--- config.mk ---
export PLATFORM = sky130hd
export DESIGN_NAME = tcdm_mux_ooo
export DESIGN_NICKNAME = d
export VERILOG_FILES = /design/src/rtl/tcdm_arb_pkg.sv /design/src/rtl/tcdm_bus_pkg.sv /design/src/rtl/tcdm_mux_ooo.sv
export VERILOG_INCLUDE_DIRS = /design/src /design/src/rtl
export SDC_FILE = /design/constraint.sdc
export NUM_CORES = 1
export LEC_CHECK = 0
export ABC_AREA = 1
export BUFFER_PORTS_ARGS = -buffer_cell sky130_fd_sc_hd__buf_4
export CELL_PAD_IN_SITES_DETAIL_PLACEMENT = 0
export CELL_PAD_IN_SITES_GLOBAL_PLACEMENT = 2
export CORE_MARGIN = 8
export CORE_UTILIZATION = 12
export CTS_BUF_LIST = sky130_fd_sc_hd__clkbuf_4 sky130_fd_sc_hd__clkbuf_8
export DETAILED_ROUTE_END_ITERATION = 6
export GPL_ROUTABILITY_DRIVEN = 0
export PLACE_DENSITY_LB_ADDON = 0.1
export SYNTH_ARGS = -nofsm -noshare
export SYNTH_HDL_FRONTEND = slang
export SYNTH_SLANG_ARGS = --single-unit
--- constraint.sdc ---
create_clock -name clk_i -period 6.7 [get_ports clk_i]
set_clock_uncertainty 0.05 [all_clocks]
set_input_delay 1.005 -clock clk_i [delete_from_list [all_inputs] [get_ports clk_i]]
set_output_delay 1.005 -clock clk_i [all_outputs]
set_load 0.005 [all_outputs]
--- src/rtl/tcdm_defines.svh ---
// macros for channel count and bus widths of the tcdm subsystem
`ifndef TCDM_DEFINES_SVH
`define TCDM_DEFINES_SVH

// number of initiator channels funneled into the bank
`define TCDM_NB_CHAN 4

// word address width, 256 words deep
`define TCDM_AW 8

// data word width
`define TCDM_DW 32

// bits covered by one byte enable lane
`define TCDM_BW 8

`endif
--- src/rtl/tcdm_arb_pkg.sv ---
// arbitration types and pointer helpers: channel index and priority vector
`include "tcdm_defines.svh"

package tcdm_arb_pkg;

  localparam int unsigned CHAN_IDX_W = $clog2(`TCDM_NB_CHAN);

  typedef logic [CHAN_IDX_W-1:0] chan_idx_t;                     // one channel number
  typedef chan_idx_t [`TCDM_NB_CHAN-1:0] prio_vec_t;             // entry 0 is highest

  // pointer step, wraps at the channel count even when it is not a power of two
  function automatic chan_idx_t rr_next(chan_idx_t ptr);
    if (ptr == chan_idx_t'(`TCDM_NB_CHAN - 1)) return '0;
    return ptr + 1'b1;
  endfunction

  // channel sitting at a given rank when the rotation starts at ptr
  function automatic chan_idx_t rr_slot(chan_idx_t ptr, int unsigned rank);
    return chan_idx_t'((int'(ptr) + rank) % `TCDM_NB_CHAN);
  endfunction

endpackage

--- src/rtl/tcdm_bus_pkg.sv ---
// bus word types of the tcdm subsystem: address, data, byte enable and response id
`include "tcdm_defines.svh"

package tcdm_bus_pkg;

  // id carries the channel number, so it needs log2 of the channel count
  localparam int unsigned ID_W = $clog2(`TCDM_NB_CHAN);

  // one byte enable bit per byte lane
  localparam int unsigned BE_W = `TCDM_DW / `TCDM_BW;

  typedef logic [`TCDM_AW-1:0] addr_t; // word address
  typedef logic [`TCDM_DW-1:0] data_t; // one data word
  typedef logic [BE_W-1:0]     be_t;   // byte enables
  typedef logic [ID_W-1:0]     id_t;   // user field used as response id

endpackage

--- src/rtl/tcdm_mux_ooo.sv ---
// out-of-order n-to-1 tcdm multiplexer with round-robin or forced arbitration and id-steered responses
`include "tcdm_defines.svh"

module tcdm_mux_ooo (
  input  logic                                           clk_i,
  input  logic                                           rst_ni,
  input  logic                                           clear_i,          // sync pointer reset

  input  logic                                           priority_force_i, // use priority_i
  input  tcdm_arb_pkg::prio_vec_t                        priority_i,

  // initiator side with one lane per channel
  input  logic [`TCDM_NB_CHAN-1:0]                       in_req,
  input  logic [`TCDM_NB_CHAN-1:0]                       in_wen,           // 1 = read
  input  tcdm_bus_pkg::addr_t [`TCDM_NB_CHAN-1:0]        in_add,
  input  tcdm_bus_pkg::data_t [`TCDM_NB_CHAN-1:0]        in_data,
  input  tcdm_bus_pkg::be_t   [`TCDM_NB_CHAN-1:0]        in_be,
  output logic [`TCDM_NB_CHAN-1:0]                       in_gnt,
  output logic [`TCDM_NB_CHAN-1:0]                       in_r_valid,
  output tcdm_bus_pkg::data_t                            in_r_data,        // broadcast

  // single port toward the memory side
  output logic                                           out_req,
  output logic                                           out_wen,
  output tcdm_bus_pkg::addr_t                            out_add,
  output tcdm_bus_pkg::data_t                            out_data,
  output tcdm_bus_pkg::be_t                              out_be,
  output tcdm_bus_pkg::id_t                              out_id,
  input  logic                                           out_gnt,
  input  logic                                           out_r_valid,
  input  tcdm_bus_pkg::data_t                            out_r_data,
  input  tcdm_bus_pkg::id_t                              out_r_id
);

  import tcdm_bus_pkg::*;
  import tcdm_arb_pkg::*;

  chan_idx_t ptr_q;                              // round-robin pointer
  prio_vec_t rank_list;                          // rank to channel map where rank 0 wins
  chan_idx_t winner;                             // channel picked this cycle
  logic      accept;                             // handshake on the output port

  assign accept = out_req & out_gnt;

  // pointer moves by one per accepted request in either mode
  always_ff @(posedge clk_i or negedge rst_ni) begin : rr_ptr
    if (!rst_ni) begin
      ptr_q <= '0;
    end else if (clear_i) begin
      ptr_q <= '0;                               // clear wins over an accept
    end else if (accept) begin
      ptr_q <= rr_next(ptr_q);
    end
  end

  for (genvar ii = 0; ii < `TCDM_NB_CHAN; ii++) begin : gen_chan
    // rotated list starts at the pointer while the forced list comes straight in
    assign rank_list[ii] = priority_force_i ? priority_i[ii] : rr_slot(ptr_q, ii);

    // only the scan winner sees a grant, and only while someone is asking
    assign in_gnt[ii] = (winner == chan_idx_t'(ii)) & (|in_req) & out_gnt;

    // response goes back to whoever owns the reflected id
    assign in_r_valid[ii] = (out_r_id == id_t'(ii)) & out_r_valid;
  end

  // winner-takes-all scan from the last rank down so rank 0 has the last word
  always_comb begin : wta_scan
    winner = ptr_q;                              // default when nobody asks
    for (int jj = `TCDM_NB_CHAN - 1; jj >= 0; jj--) begin
      if (in_req[rank_list[jj]]) begin
        winner = rank_list[jj];
      end
    end
  end

  // forward the winner's fields tagged with its channel number
  assign out_req  = in_req[winner];
  assign out_wen  = in_wen[winner];
  assign out_add  = in_add[winner];
  assign out_data = in_data[winner];
  assign out_be   = in_be[winner];
  assign out_id   = id_t'(winner);

  assign in_r_data = out_r_data;                 // data is shared and r_valid picks the owner

  // at most one channel granted per cycle
  gnt_onehot: assert property (
    @(posedge clk_i) disable iff (!rst_ni)
    $onehot0(in_gnt)
  ) else $error("tcdm_mux_ooo: several channels granted at once");

  // a grant never lands on an idle channel
  gnt_has_req: assert property (
    @(posedge clk_i) disable iff (!rst_ni)
    (in_gnt & ~in_req) == '0
  ) else $error("tcdm_mux_ooo: grant without request");

endmodule

==> results.md, run 1 <==
* Run status: completed
* CP Launch Point: priority_force_i
* Fin Setup TNS at 0 ns
* Reg2reg start: ptr_q[0]$_DFFE_PN0P_
* Post-synth net total at 632
* Max-cap violations at 0
* Area share of the leading cell type in the synthesized netlist at 37.0%
* Final #Nets at 843
* Syn Area/Cell at 5.33 sq um
* Post-synth ARST share at 100%
* Post-route non-filler standard cell count at 833
* IO Count at 320
* Relative slew slack at 38.1%
* Synth area leaders: nand2_1 37%, nand4_1 14%, buf_4 12%
* Final hold violations at 0
* Mapped cell area at 0.00213 sq mm
* Drt initial violations at 119
* Syn-to-layout area delta at 87.5%
* Core Box Area at 0.0173 sq mm
* Hold-fix buffers, CTS at 0
* Largest delay share family, worst path: buffers and inverters
* Most frequent CP cell: nand2_1
* Least-Margin Pin Slew at 0.929 ns
* HPWL after DPL at 12400 um
* Antenna diode count at 0
* Post-route minimum period at 4.36 ns
* Distinct cells, synth at 28
* Final ANT Viol Nets at 0
* Resize count post-CTS at 0
* R2R Path End: ptr_q[0]$_DFFE_PN0P_
* DIE WIDTH at 149 um
* Total setup buffers inserted after CTS at 0
* Die area at 0.0223 sq mm
* Crit. path cell count at 15
* PD cells at 192 mW/mm^2
* CP Buf/Inv Count at 4
* Biggest register: ptr_q
* Critical path arrival at 3.30 ns
* Number of flip-flops in the largest register at 2
* Number of global-route vias before repair at 3404
* Number of synthesized flops with an enable pin at 0
* Reg2Reg Depth at 14
* Crit Path Max Fanout at 45
* YS warnings at 0
* Row cnt at 48
* Vias/cell at 4.08
* DR WL/cell at 18.0 um
* Worst-path clk slew at 0.03 ns
* Fraction of layout cells with a size suffix above 1 at 49.3%
* Setup crit start kind: input port
* DR pass1 iterations at 4
* Root buf cell: clkbuf_8
* Critical path capture point: out_data[9]
* Hold WC Path Type: input port to async pin
* Flops & latches, synth at 2
* CTS tree: yes
* First-pass GRT wire length at 21100 um
* GRT overflow at 0
* Worst EP required at 5.64 ns
* Most frequent cells after synthesis: 210 x nand2_1, 47 x nand4_1, 33 x buf_4
* Max clock buf depth at 2
* Yosys top cell by area: nand2_1
* Regs by FF count: ptr_q (2)
* Critical path type: input port to output pin
* DR vias at 3401
* Max incr delay on CP at 0.65 ns
* Largest net degree at the start of global routing at 46
* Final Cycle Share at 65.0%
* Slowest CP cell: inv_2
* R2R Setup Slk at 4.24 ns
* Crit-path cells: buf_4 > inv_4 > nand2_1 > nand2_1 > a21oi_2 > nand2_4 > nand2_4 > a31oi_2 > nand2_2 > nand2_8 > nand2_2 > inv_2 > nand2_1 > nand4_1 > buf_4
* Die Span Y at 149 um
* Post-route cell area at 0.00399 sq mm
* Worst setup EP type: output pin
* Total GRT Usage at 12.1%
* Mapped Cells at 399
* Most numerous cell in the Yosys netlist: nand2_1
* Initial antenna violation count at 0
* Pleak at 2.09 nW
* Clk sinks at 2
* Final hold slack at 0.520 ns
* Slew Limit Fails at 0
* DR DRC count at 0
* Sequential cell area fraction in the yosys report at 2.35%
* CTS H-tree depth at 1
* Routed WL at 15000 um
* Main synth FF type: dfrtp_1
* Max Fclk at 229 MHz
* Maximum VDD drop at 59.5 uV
* RSZ-0062 raised after global routing: false
* Initial core utilization at 12.3%
* Cts bufs inserted at 3
* Placed cell area at 0.00395 sq mm
* Worst skew pair latency at 0.21 ns
* Setup-failing EPs final at 0
* Port bufs at 255
* Placed Cells at 830
worst reg2reg max path: cells and delay by family (launching register included):
kind / cells / cell delay [ns]
compound gates: 1 / 0.18
flops: 1 / 0.47
buf+inv: 1 / 0.11
fa+ha+maj: 1 / 0.37
simple gates: 11 / 1.17
metal layers:
metal	part of all wire [%]	vias to the layer above	GRT usage [%]
li1	-	1681	-
met1	37	1541	12.8
met2	53	167	23.4
met3	9.5	12	3.73
met4	0.65	0	1.62
met5	0	-	0
power breakdown:
| part | switching, mW | internal [mW] | total [mW] |
|---|---|---|---|
| Sequential | 0.00418 | 0.0139 | 0.0181 |
| Combinational | 0.373 | 0.329 | 0.702 |
| Clock | 0.00965 | 0.0380 | 0.0477 |
| Total | 0.387 | 0.381 | 0.768 |
logic make-up (layout without fill, tap and decap cells):
family,count (synthesis),in the layout,synth area share (%)
buf+inv,73,282,22.2
flops,2,2,2.35
compound gates,8,8,2.94
fa+ha+maj,1,1,0.588
simple gates,315,315,71.9
placed cells by master, fill, tap and decap left out, types with 2 or more instances in the layout:
master / n
inv_4: 3
buf_4: 255
nand4_1: 47
nand2_1: 210
nor2_8: 3
nand3_2: 3
o21ai_1: 2
inv_1: 16
nand2_4: 5
inv_2: 4
nor2_1: 4
dfrtp_1: 2
clkbuf_8: 3
nand3_1: 16
nand2_2: 16
nand2_8: 3
nor3_1: 7
how the worst min path moves through the flow:
stage | from | end | slack [ns]
after CTS | rst_ni | ptr_q[0]$_DFFE_PN0P_ | 0.52
final | rst_ni | ptr_q[0]$_DFFE_PN0P_ | 0.52
after detailed placement | ptr_q[1]$_DFFE_PN0P_ | ptr_q[1]$_DFFE_PN0P_ | 0.54
after global routing | rst_ni | ptr_q[0]$_DFFE_PN0P_ | 0.51
after global placement | ptr_q[1]$_DFFE_PN0P_ | ptr_q[1]$_DFFE_PN0P_ | 0.56
after floorplan | ptr_q[1]$_DFFE_PN0P_ | ptr_q[1]$_DFFE_PN0P_ | 0.47
cell type report:
cell class | instances | area, sq um
fill | 2031 | 13300
timing repair buffer | 255 | 1910
multi-input combinational | 324 | 1610
tap | 225 | 282
inverter | 24 | 98.8
sequential | 2 | 50.0
clock buffer | 3 | 41.3
metrics by stage:
step	util (%)	total power [mW]	setup slack (ns)
global placement	22.8	0.751	2.25
floorplan	-	0.386	3.17
global route	23.1	0.848	2.09
CTS	23.1	0.795	2.26
detailed placement	22.8	0.745	2.27
finish	23.1	0.768	2.34
(Power assumes the default switching activity.)
==> inputs of run 2 (changes only) <==
Settings changed: ABC_AREA 1 to 0, CORE_UTILIZATION 12 to 14.
Clock period 6.7 ns to 4 ns, I/O delays scaled along.
==> results.md, run 2 <==
* Most frequent cells after synthesis: 143 x mux2i_1, 34 x buf_4, 14 x nor2_1
* Number of synthesized flops with an enable pin at 0 (unchanged)
* Final hold slack at 0.116 ns (-0.404 ns)
* GRT overflow at 0 (unchanged)
* Initial antenna violation count at 0 (unchanged)
* Syn Area/Cell at 8.95 sq um (+68%)
* Max clock buf depth at 2 (unchanged)
* Main synth FF type: dfrtp_1
* Worst-path clk slew at 0.03 ns (about the same)
* Flops & latches, synth at 2 (unchanged)
* RSZ-0062 raised after global routing: false
* Crit Path Max Fanout at 27 (-40%)
* Gr busiest metal: met2
* Drt initial violations at 107 (-10%)
* Vias/cell at 4.06 (-0.46%)
* Setup-failing EPs final at 0 (unchanged)
* CP Buf/Inv Count at 3 (-1)
* Post-synth net total at 534 (-16%)
* Hold WC Path Type: input port to async pin
* Die Span Y at 155 um (+3.7%)
* Initial core utilization at 14.3% (+2.0 points)
* Largest delay share family, worst path: compound AO/OA/AOI/OAI gates
* DR WL/cell at 19.2 um (+7.0%)
* Mapped Cells at 301 (-25%)
* Fin Setup TNS at 0 ns (unchanged)
* Pleak at 2.44 nW (+16%)
* Synth area leaders: mux2i_1 53%, buf_4 9.5%, buf_12 5.9%
* Final hold violations at 0 (unchanged)
* PD cells at 354 mW/mm^2 (+84%)
* IO Count at 320 (unchanged)
* Most frequent cells in the layout: 263 x buf_4, 143 x mux2i_1, 14 x nor2_1
* CP Launch Point: ptr_q[0]$_DFFE_PN0P_
* Most common cell after layout, fill and taps aside: buf_4
* Post-route non-filler standard cell count at 780 (-6.4%)
* Run status: completed
* Final #Nets at 755 (-10%)
* PnR worst setup slack at 0.220 ns (-2.12 ns)
* Met3 Track Usage GR at 2.95% (-0.78 points)
* Final ANT Viol Nets at 0 (unchanged)
* Max Fclk at 265 MHz
* Critical path type: flop to output pin
* Final Cycle Share at 94.5%
* Most numerous cell in the Yosys netlist: mux2i_1
* Area share of the leading cell type in the synthesized netlist at 53.1% (+16 points)
* Routing usage on met1 at 10.8% (-2.0 points)
* First-pass GRT wire length at 20800 um (-1.4%)
* Met2 Use GR at 23.0% (-0.37 points)
* Port bufs at 255 (unchanged)
* Critical path arrival at 3.13 ns (-0.17 ns)
* Slew Limit Fails at 0 (unchanged)
* Row cnt at 50 (+4.2%)
* Worst setup EP type: output pin
* Regs by FF count: ptr_q (2)
* Setup WS pre-CTS at 0.221 ns (-2.05 ns)
* Distinct cells, synth at 57 (+100%)
* Max-cap violations at 0 (unchanged)
* Largest net degree at the start of global routing at 56 (+22%)
* DR DRC count at 0 (unchanged)
* Post-synth ARST share at 100% (unchanged)
* Mapped cell area at 0.00270 sq mm (+27%)
* Number of flip-flops in the largest register at 2 (unchanged)
* HPWL after DPL at 12800 um (+3.4%)
* Root buf cell: clkbuf_8
* Placed Cells at 772 (-7.0%)
* Fraction of layout cells with a size suffix above 1 at 55.0% (+5.7 points)
* Maximum VDD drop at 147 uV (+150%)
* Clk sinks at 2 (unchanged)
* DIE WIDTH at 155 um (+3.7%)
* Worst skew pair latency at 0.21 ns (about the same)
* Setup crit start kind: flop
* Biggest register: ptr_q
* Number of global-route vias before repair at 3458 (+1.6%)
* Antenna diode count at 0 (unchanged)
* Cts bufs inserted at 3 (unchanged)
* Core Box Area at 0.0188 sq mm (+8.9%)
* CTS H-tree depth at 1 (unchanged)
* Worst EP required at 3.35 ns (-2.29 ns)
* Total GRT Usage at 11.2% (-0.92 points)
* DR pass1 iterations at 5 (+1)
* Reg2reg start: ptr_q[0]$_DFFE_PN0P_
* CTS tree: yes
* YS warnings at 0 (unchanged)
* DR vias at 3170 (-6.8%)
* Post-route minimum period at 3.78 ns
* Syn-to-layout area delta at 73.4%
* Die area at 0.0239 sq mm (+7.6%)
* Relative slew slack at 68.8% (+31 points)
* Yosys top cell by area: mux2i_1
* Slowest CP cell: ha_1
* Max incr delay on CP at 0.42 ns (-0.23 ns)
* Sequential cell area fraction in the yosys report at 1.86% (-0.49 points)
* Crit-path cells: ha_1 > nor2b_1 > a32oi_1 > o21ai_0 > a21oi_2 > a21oi_1 > o21ai_4 > buf_4 > buf_12 > mux2i_1 > mux2i_1 > buf_4
* Least-Margin Pin Slew at 0.466 ns (-0.463 ns)
* Routed WL at 15000 um (+0.16%)
## run 2: cell types whose count changed in the layout (fill, tap and decap cells not counted), sizes merged, moves of 12 or more
cell	change
buf	+12
inv	-17
nand2	-224
nand3	-14
mux2i	+147
nand4	-47
## run 2: final cells by class
| type | instances | area (sq um) |
|---|---|---|
| clock buffers | 3 | 41.3 |
| fillers | 2089 | 14200 |
| inverters | 6 | 22.5 |
| multi-input cells | 240 | 2130 |
| flip-flops and latches | 2 | 50.0 |
| well taps | 260 | 325 |
| repair buffers | 269 | 2100 |
## run 2: cells by family (layout without fill, tap and decap cells)
group | count (synthesis) | in the layout | share of synthesized area [%]
multiplexers | 149 | 149 | 57.0
buffers and inverters | 59 | 278 | 19.4
AND/OR/NAND/NOR | 49 | 49 | 9.10
AO/OA/AOI/OAI | 41 | 41 | 12.2
flip-flops | 2 | 2 | 1.86
adder cells (fa/ha/maj) | 1 | 1 | 0.464
## run 2: per-stage QoR
stage / power [mW] / area, sq um / util [%]
finish: 1.66 / 4670 / 24.8
global placement: 1.55 / 4550 / 24.1
global route: 1.79 / 4670 / 24.8
CTS: 1.62 / 4590 / 24.4
detailed placement: 1.54 / 4550 / 24.1
floorplan: 0.983 / 2700 / -
## run 2: what timing repair did
| action | 4_1_cts | 5_1_grt |
|---|---|---|
| gates resized for setup | 0 | 5 |
| hold buffers | 0 | 0 |
| setup buffers | 0 | 3 |
| endpoints found under the setup margin | 0 | 22 |
## run 2: where the power goes
| part | switching, mW | leakage (nW) | internal, mW |
|---|---|---|---|
| sequential | 0.00212 | 0.0272 | 0.0245 |
| clock | 0.0151 | 0.0216 | 0.0636 |
| combinational | 0.703 | 2.39 | 0.847 |
## run 2: worst paths after layout
path | cells past startpoint | slack [ns] | endpoint
min reg2reg | 4 | 0.63 | ptr_q[0]$_DFFE_PN0P_
max reg2reg | 11 | 1.00 | ptr_q[0]$_DFFE_PN0P_
max in group asynchronous | 1 | 3.70 | ptr_q[0]$_DFFE_PN0P_
min | 1 | 0.12 | ptr_q[1]$_DFFE_PN0P_
max | 12 | 0.22 | out_add[0]
min in group clk_i | 2 | 0.50 | ptr_q[1]$_DFFE_PN0P_
## run 2: per-layer routing
layer | share of wire [%] | vias up
met2 | 57 | 147
met4 | 1.2 | 0
met3 | 7.6 | 20
li1 | - | 1536
met1 | 35 | 1467
met5 | 0 | -
==> inputs of run 3 (changes only) <==
==> constraint.sdc (replaced) <==
create_clock -name clk_i -period 4 [get_ports clk_i]
set_clock_uncertainty 0.05 [all_clocks]
set_input_delay 0.2 -clock clk_i [delete_from_list [all_inputs] [get_ports clk_i]]
set_output_delay 0.2 -clock clk_i [all_outputs]
set_load 0.005 [all_outputs]
==> results.md, run 3 (synthesis gave the netlist of run 2 again) <==
* Hold WC Path Type: input port to flop
* Final Cycle Share at 89.0% (-5.5 points)
* Placed Cells at 768 (-0.52%)
* Pleak at 2.38 nW (-2.4%)
* Cts bufs inserted at 3 (unchanged)
* Layout Utilization at 24.3% (-0.56 points)
* Most common cell after layout, fill and taps aside: buf_4
* Crit Path Max Fanout at 57 (+110%)
* CTS H-tree depth at 1 (unchanged)
* Fin Setup TNS at 0 ns (unchanged)
* Net switching power figure at 690 uW (-4.2%)
* Slowest CP cell: dfrtp_1
* DR pass1 iterations at 4 (-1)
* Routed length on met3 at 1180 um (+3.5%)
* Worst setup EP type: output pin
* Power Total at 1.56 mW (-5.5%)
* Initial antenna violation count at 0 (unchanged)
* Port bufs at 255 (unchanged)
* Clock group share of total power at 5.1% (+0.4 points)
* Final #Nets at 747 (-1.1%)
* Critical path arrival at 3.31 ns (+0.18 ns)
* Worst skew pair latency at 0.21 ns (about the same)
* R2R Path End: ptr_q[1]$_DFFE_PN0P_
* Reg2Reg Depth at 9 (-2)
* Post-route cell area at 0.00457 sq mm (-2.3%)
* DR WL/cell at 18.9 um (-1.6%)
* Setup-failing EPs final at 0 (unchanged)
* Root buf cell: clkbuf_8
* Resize count post-CTS at 0 (unchanged)
* Setup WS pre-CTS at 0.671 ns (+0.450 ns)
* Fillers at 2081 (-0.38%)
* IO Count at 320 (unchanged)
* Antenna diode count at 0 (unchanged)
* Maximum VDD drop at 213 uV (+46%)
* Worst Hold Endpoint: ptr_q[1]$_DFFE_PN0P_
* Crit-path cells: ha_1 > nor2b_1 > a32oi_1 > o21ai_0 > a21oi_2 > a21oi_1 > o21ai_4 > buf_12 > mux2i_1 > mux2i_1 > buf_4
* DR vias at 3087 (-2.6%)
* Clk sinks at 2 (unchanged)
* Number of flip-flops in the largest register at 2 (unchanged)
* Worst hold start: clear_i
* Internal Power at 874 uW (-6.5%)
* Syn-to-layout area delta at 69.5%
* Most frequent cells in the layout: 257 x buf_4, 143 x mux2i_1, 14 x nor2_1
* Max Fclk at 281 MHz (+6.2%)
* Total GRT Usage at 11.0% (-0.14 points)
* HPWL after DPL at 12700 um (-0.50%)
* Fraction of layout cells with a size suffix above 1 at 53.9% (-1.1 points)
* Hold Path Depth at 2
* Core Box Area at 0.0188 sq mm (unchanged)
* Vias/cell at 4.00 (-1.6%)
* Comb pwr share at 93.1% (-0.5 points)
* Row cnt at 50 (unchanged)
* GRT overflow at 0 (unchanged)
* Reg2reg start: ptr_q[1]$_DFFE_PN0P_
* Routed WL at 14600 um (-2.6%)
* Critical path type: flop to output pin
* Drt initial violations at 83 (-22%)
* CTS tree: yes
* Post-route minimum period at 3.56 ns (-0.220 ns)
* Final hold violations at 0 (unchanged)
* Die Span Y at 155 um (unchanged)
* Post-route non-filler standard cell count at 772 (-1.0%)
* DIE WIDTH at 155 um (unchanged)
* Switching part of the total at 44.1% (+0.59 points)
* Max-cap violations at 0 (unchanged)
* Worst EP required at 3.75 ns (+0.40 ns)
* Most frequent CP cell: mux2i_1
* Number of global-route vias before repair at 3289 (-4.9%)
* Placed cell area at 0.00452 sq mm (-0.66%)
* Worst-path clk slew at 0.03 ns (about the same)
* Largest net degree at the start of global routing at 58 (+3.6%)
* Least-Margin Pin Slew at 0.505 ns (+0.0395 ns)
* R2R Setup Slk at 1.07 ns (+0.07 ns)
* Die area at 0.0239 sq mm (unchanged)
* Sequential Power Share at 1.8% (+0.2 points)
* Slew Limit Fails at 0 (unchanged)
* RSZ-0062 raised after global routing: false
* Regs by FF count: ptr_q (2)
* Max clock buf depth at 2 (unchanged)
* First-pass GRT wire length at 20500 um (-1.3%)
* DR DRC count at 0 (unchanged)
* Initial core utilization at 14.3% (unchanged)
* Top Metal Used: met4
* Run status: completed
* Final ANT Viol Nets at 0 (unchanged)
* PnR worst setup slack at 0.439 ns (+0.220 ns)
* Max incr delay on CP at 0.43 ns (about the same)
* PD cells at 342 mW/mm^2 (-3.3%)
* Setup crit start kind: flop
* Relative slew slack at 66.2% (-2.5 points)
* Routed met1 length at 4910 um (-5.4%)
* Biggest register: ptr_q
* Met2 WL at 8240 um (-2.7%)
* Final hold slack at 0.103 ns (-0.0132 ns)
==> run 3: changes by cell type in the layout (fill, tap and decap cells not counted) <==
cell / change
o22a_1: +1
buf_12: -1
o22a_2: -1
clkbuf_16: -2
dlygate4sd3_1: +1
buf_4: -6
==> run 3: worst max path at each step <==
stage | start | to | slack (ns) | cells past startpoint
floorplan | ptr_q[1]$_DFFE_PN0P_ | out_add[0] | 1.24 | 10
global placement | ptr_q[1]$_DFFE_PN0P_ | out_data[1] | 0.71 | 11
detailed placement | ptr_q[1]$_DFFE_PN0P_ | out_add[7] | 0.67 | 10
CTS | ptr_q[1]$_DFFE_PN0P_ | out_add[7] | 0.45 | 10
global route | ptr_q[1]$_DFFE_PN0P_ | out_data[1] | 0.22 | 11
finish | ptr_q[1]$_DFFE_PN0P_ | out_data[1] | 0.44 | 11
==> run 3: routing by layer <==
layer | up-vias | track usage (%)
met2 | 147 | 22.8
li1 | 1518 | -
met1 | 1400 | 10.4
met5 | - | 0
met4 | 0 | 2.43
met3 | 22 | 3.23
==> run 3: worst max-delay path: cells and delay by family (launching register included) <==
kind                       cells  cell delay [ns]
muxes                          2             0.45
adders and majority gates      1             0.42
DFF                            1             0.43
and+or+nand+nor                1             0.18
buffers and inverters          2             0.49
AOI/OAI and AO/OA              5             1.04
==> run 3: cell type report <==
cell class | count | area [sq um] | area share [%]
multi-input cells | 240 | 2130 | 46.6
inverters | 6 | 22.5 | 0.493
flip-flops and latches | 2 | 50.0 | 1.10
clock buffers | 3 | 41.3 | 0.904
well taps | 260 | 325 | 7.12
repair buffers | 261 | 2000 | 43.8
==> run 3: timing repair <==
action / CTS / global route
hold buffers: 1 / 0
setup buffers: 0 / 0
endpoints found under the hold margin: 2 / 0
endpoints found under the setup margin: 0 / 0
==> run 3: power groups by stage <==
stage	Sequential (mW)	Combinational [mW]	Clock, mW
floorplan	0.0292	0.954	0
global placement	0.0284	1.50	0
detailed placement	0.0287	1.49	0
CTS	0.0284	1.50	0.0830
global route	0.0289	1.57	0.0820
finish	0.0282	1.46	0.0793
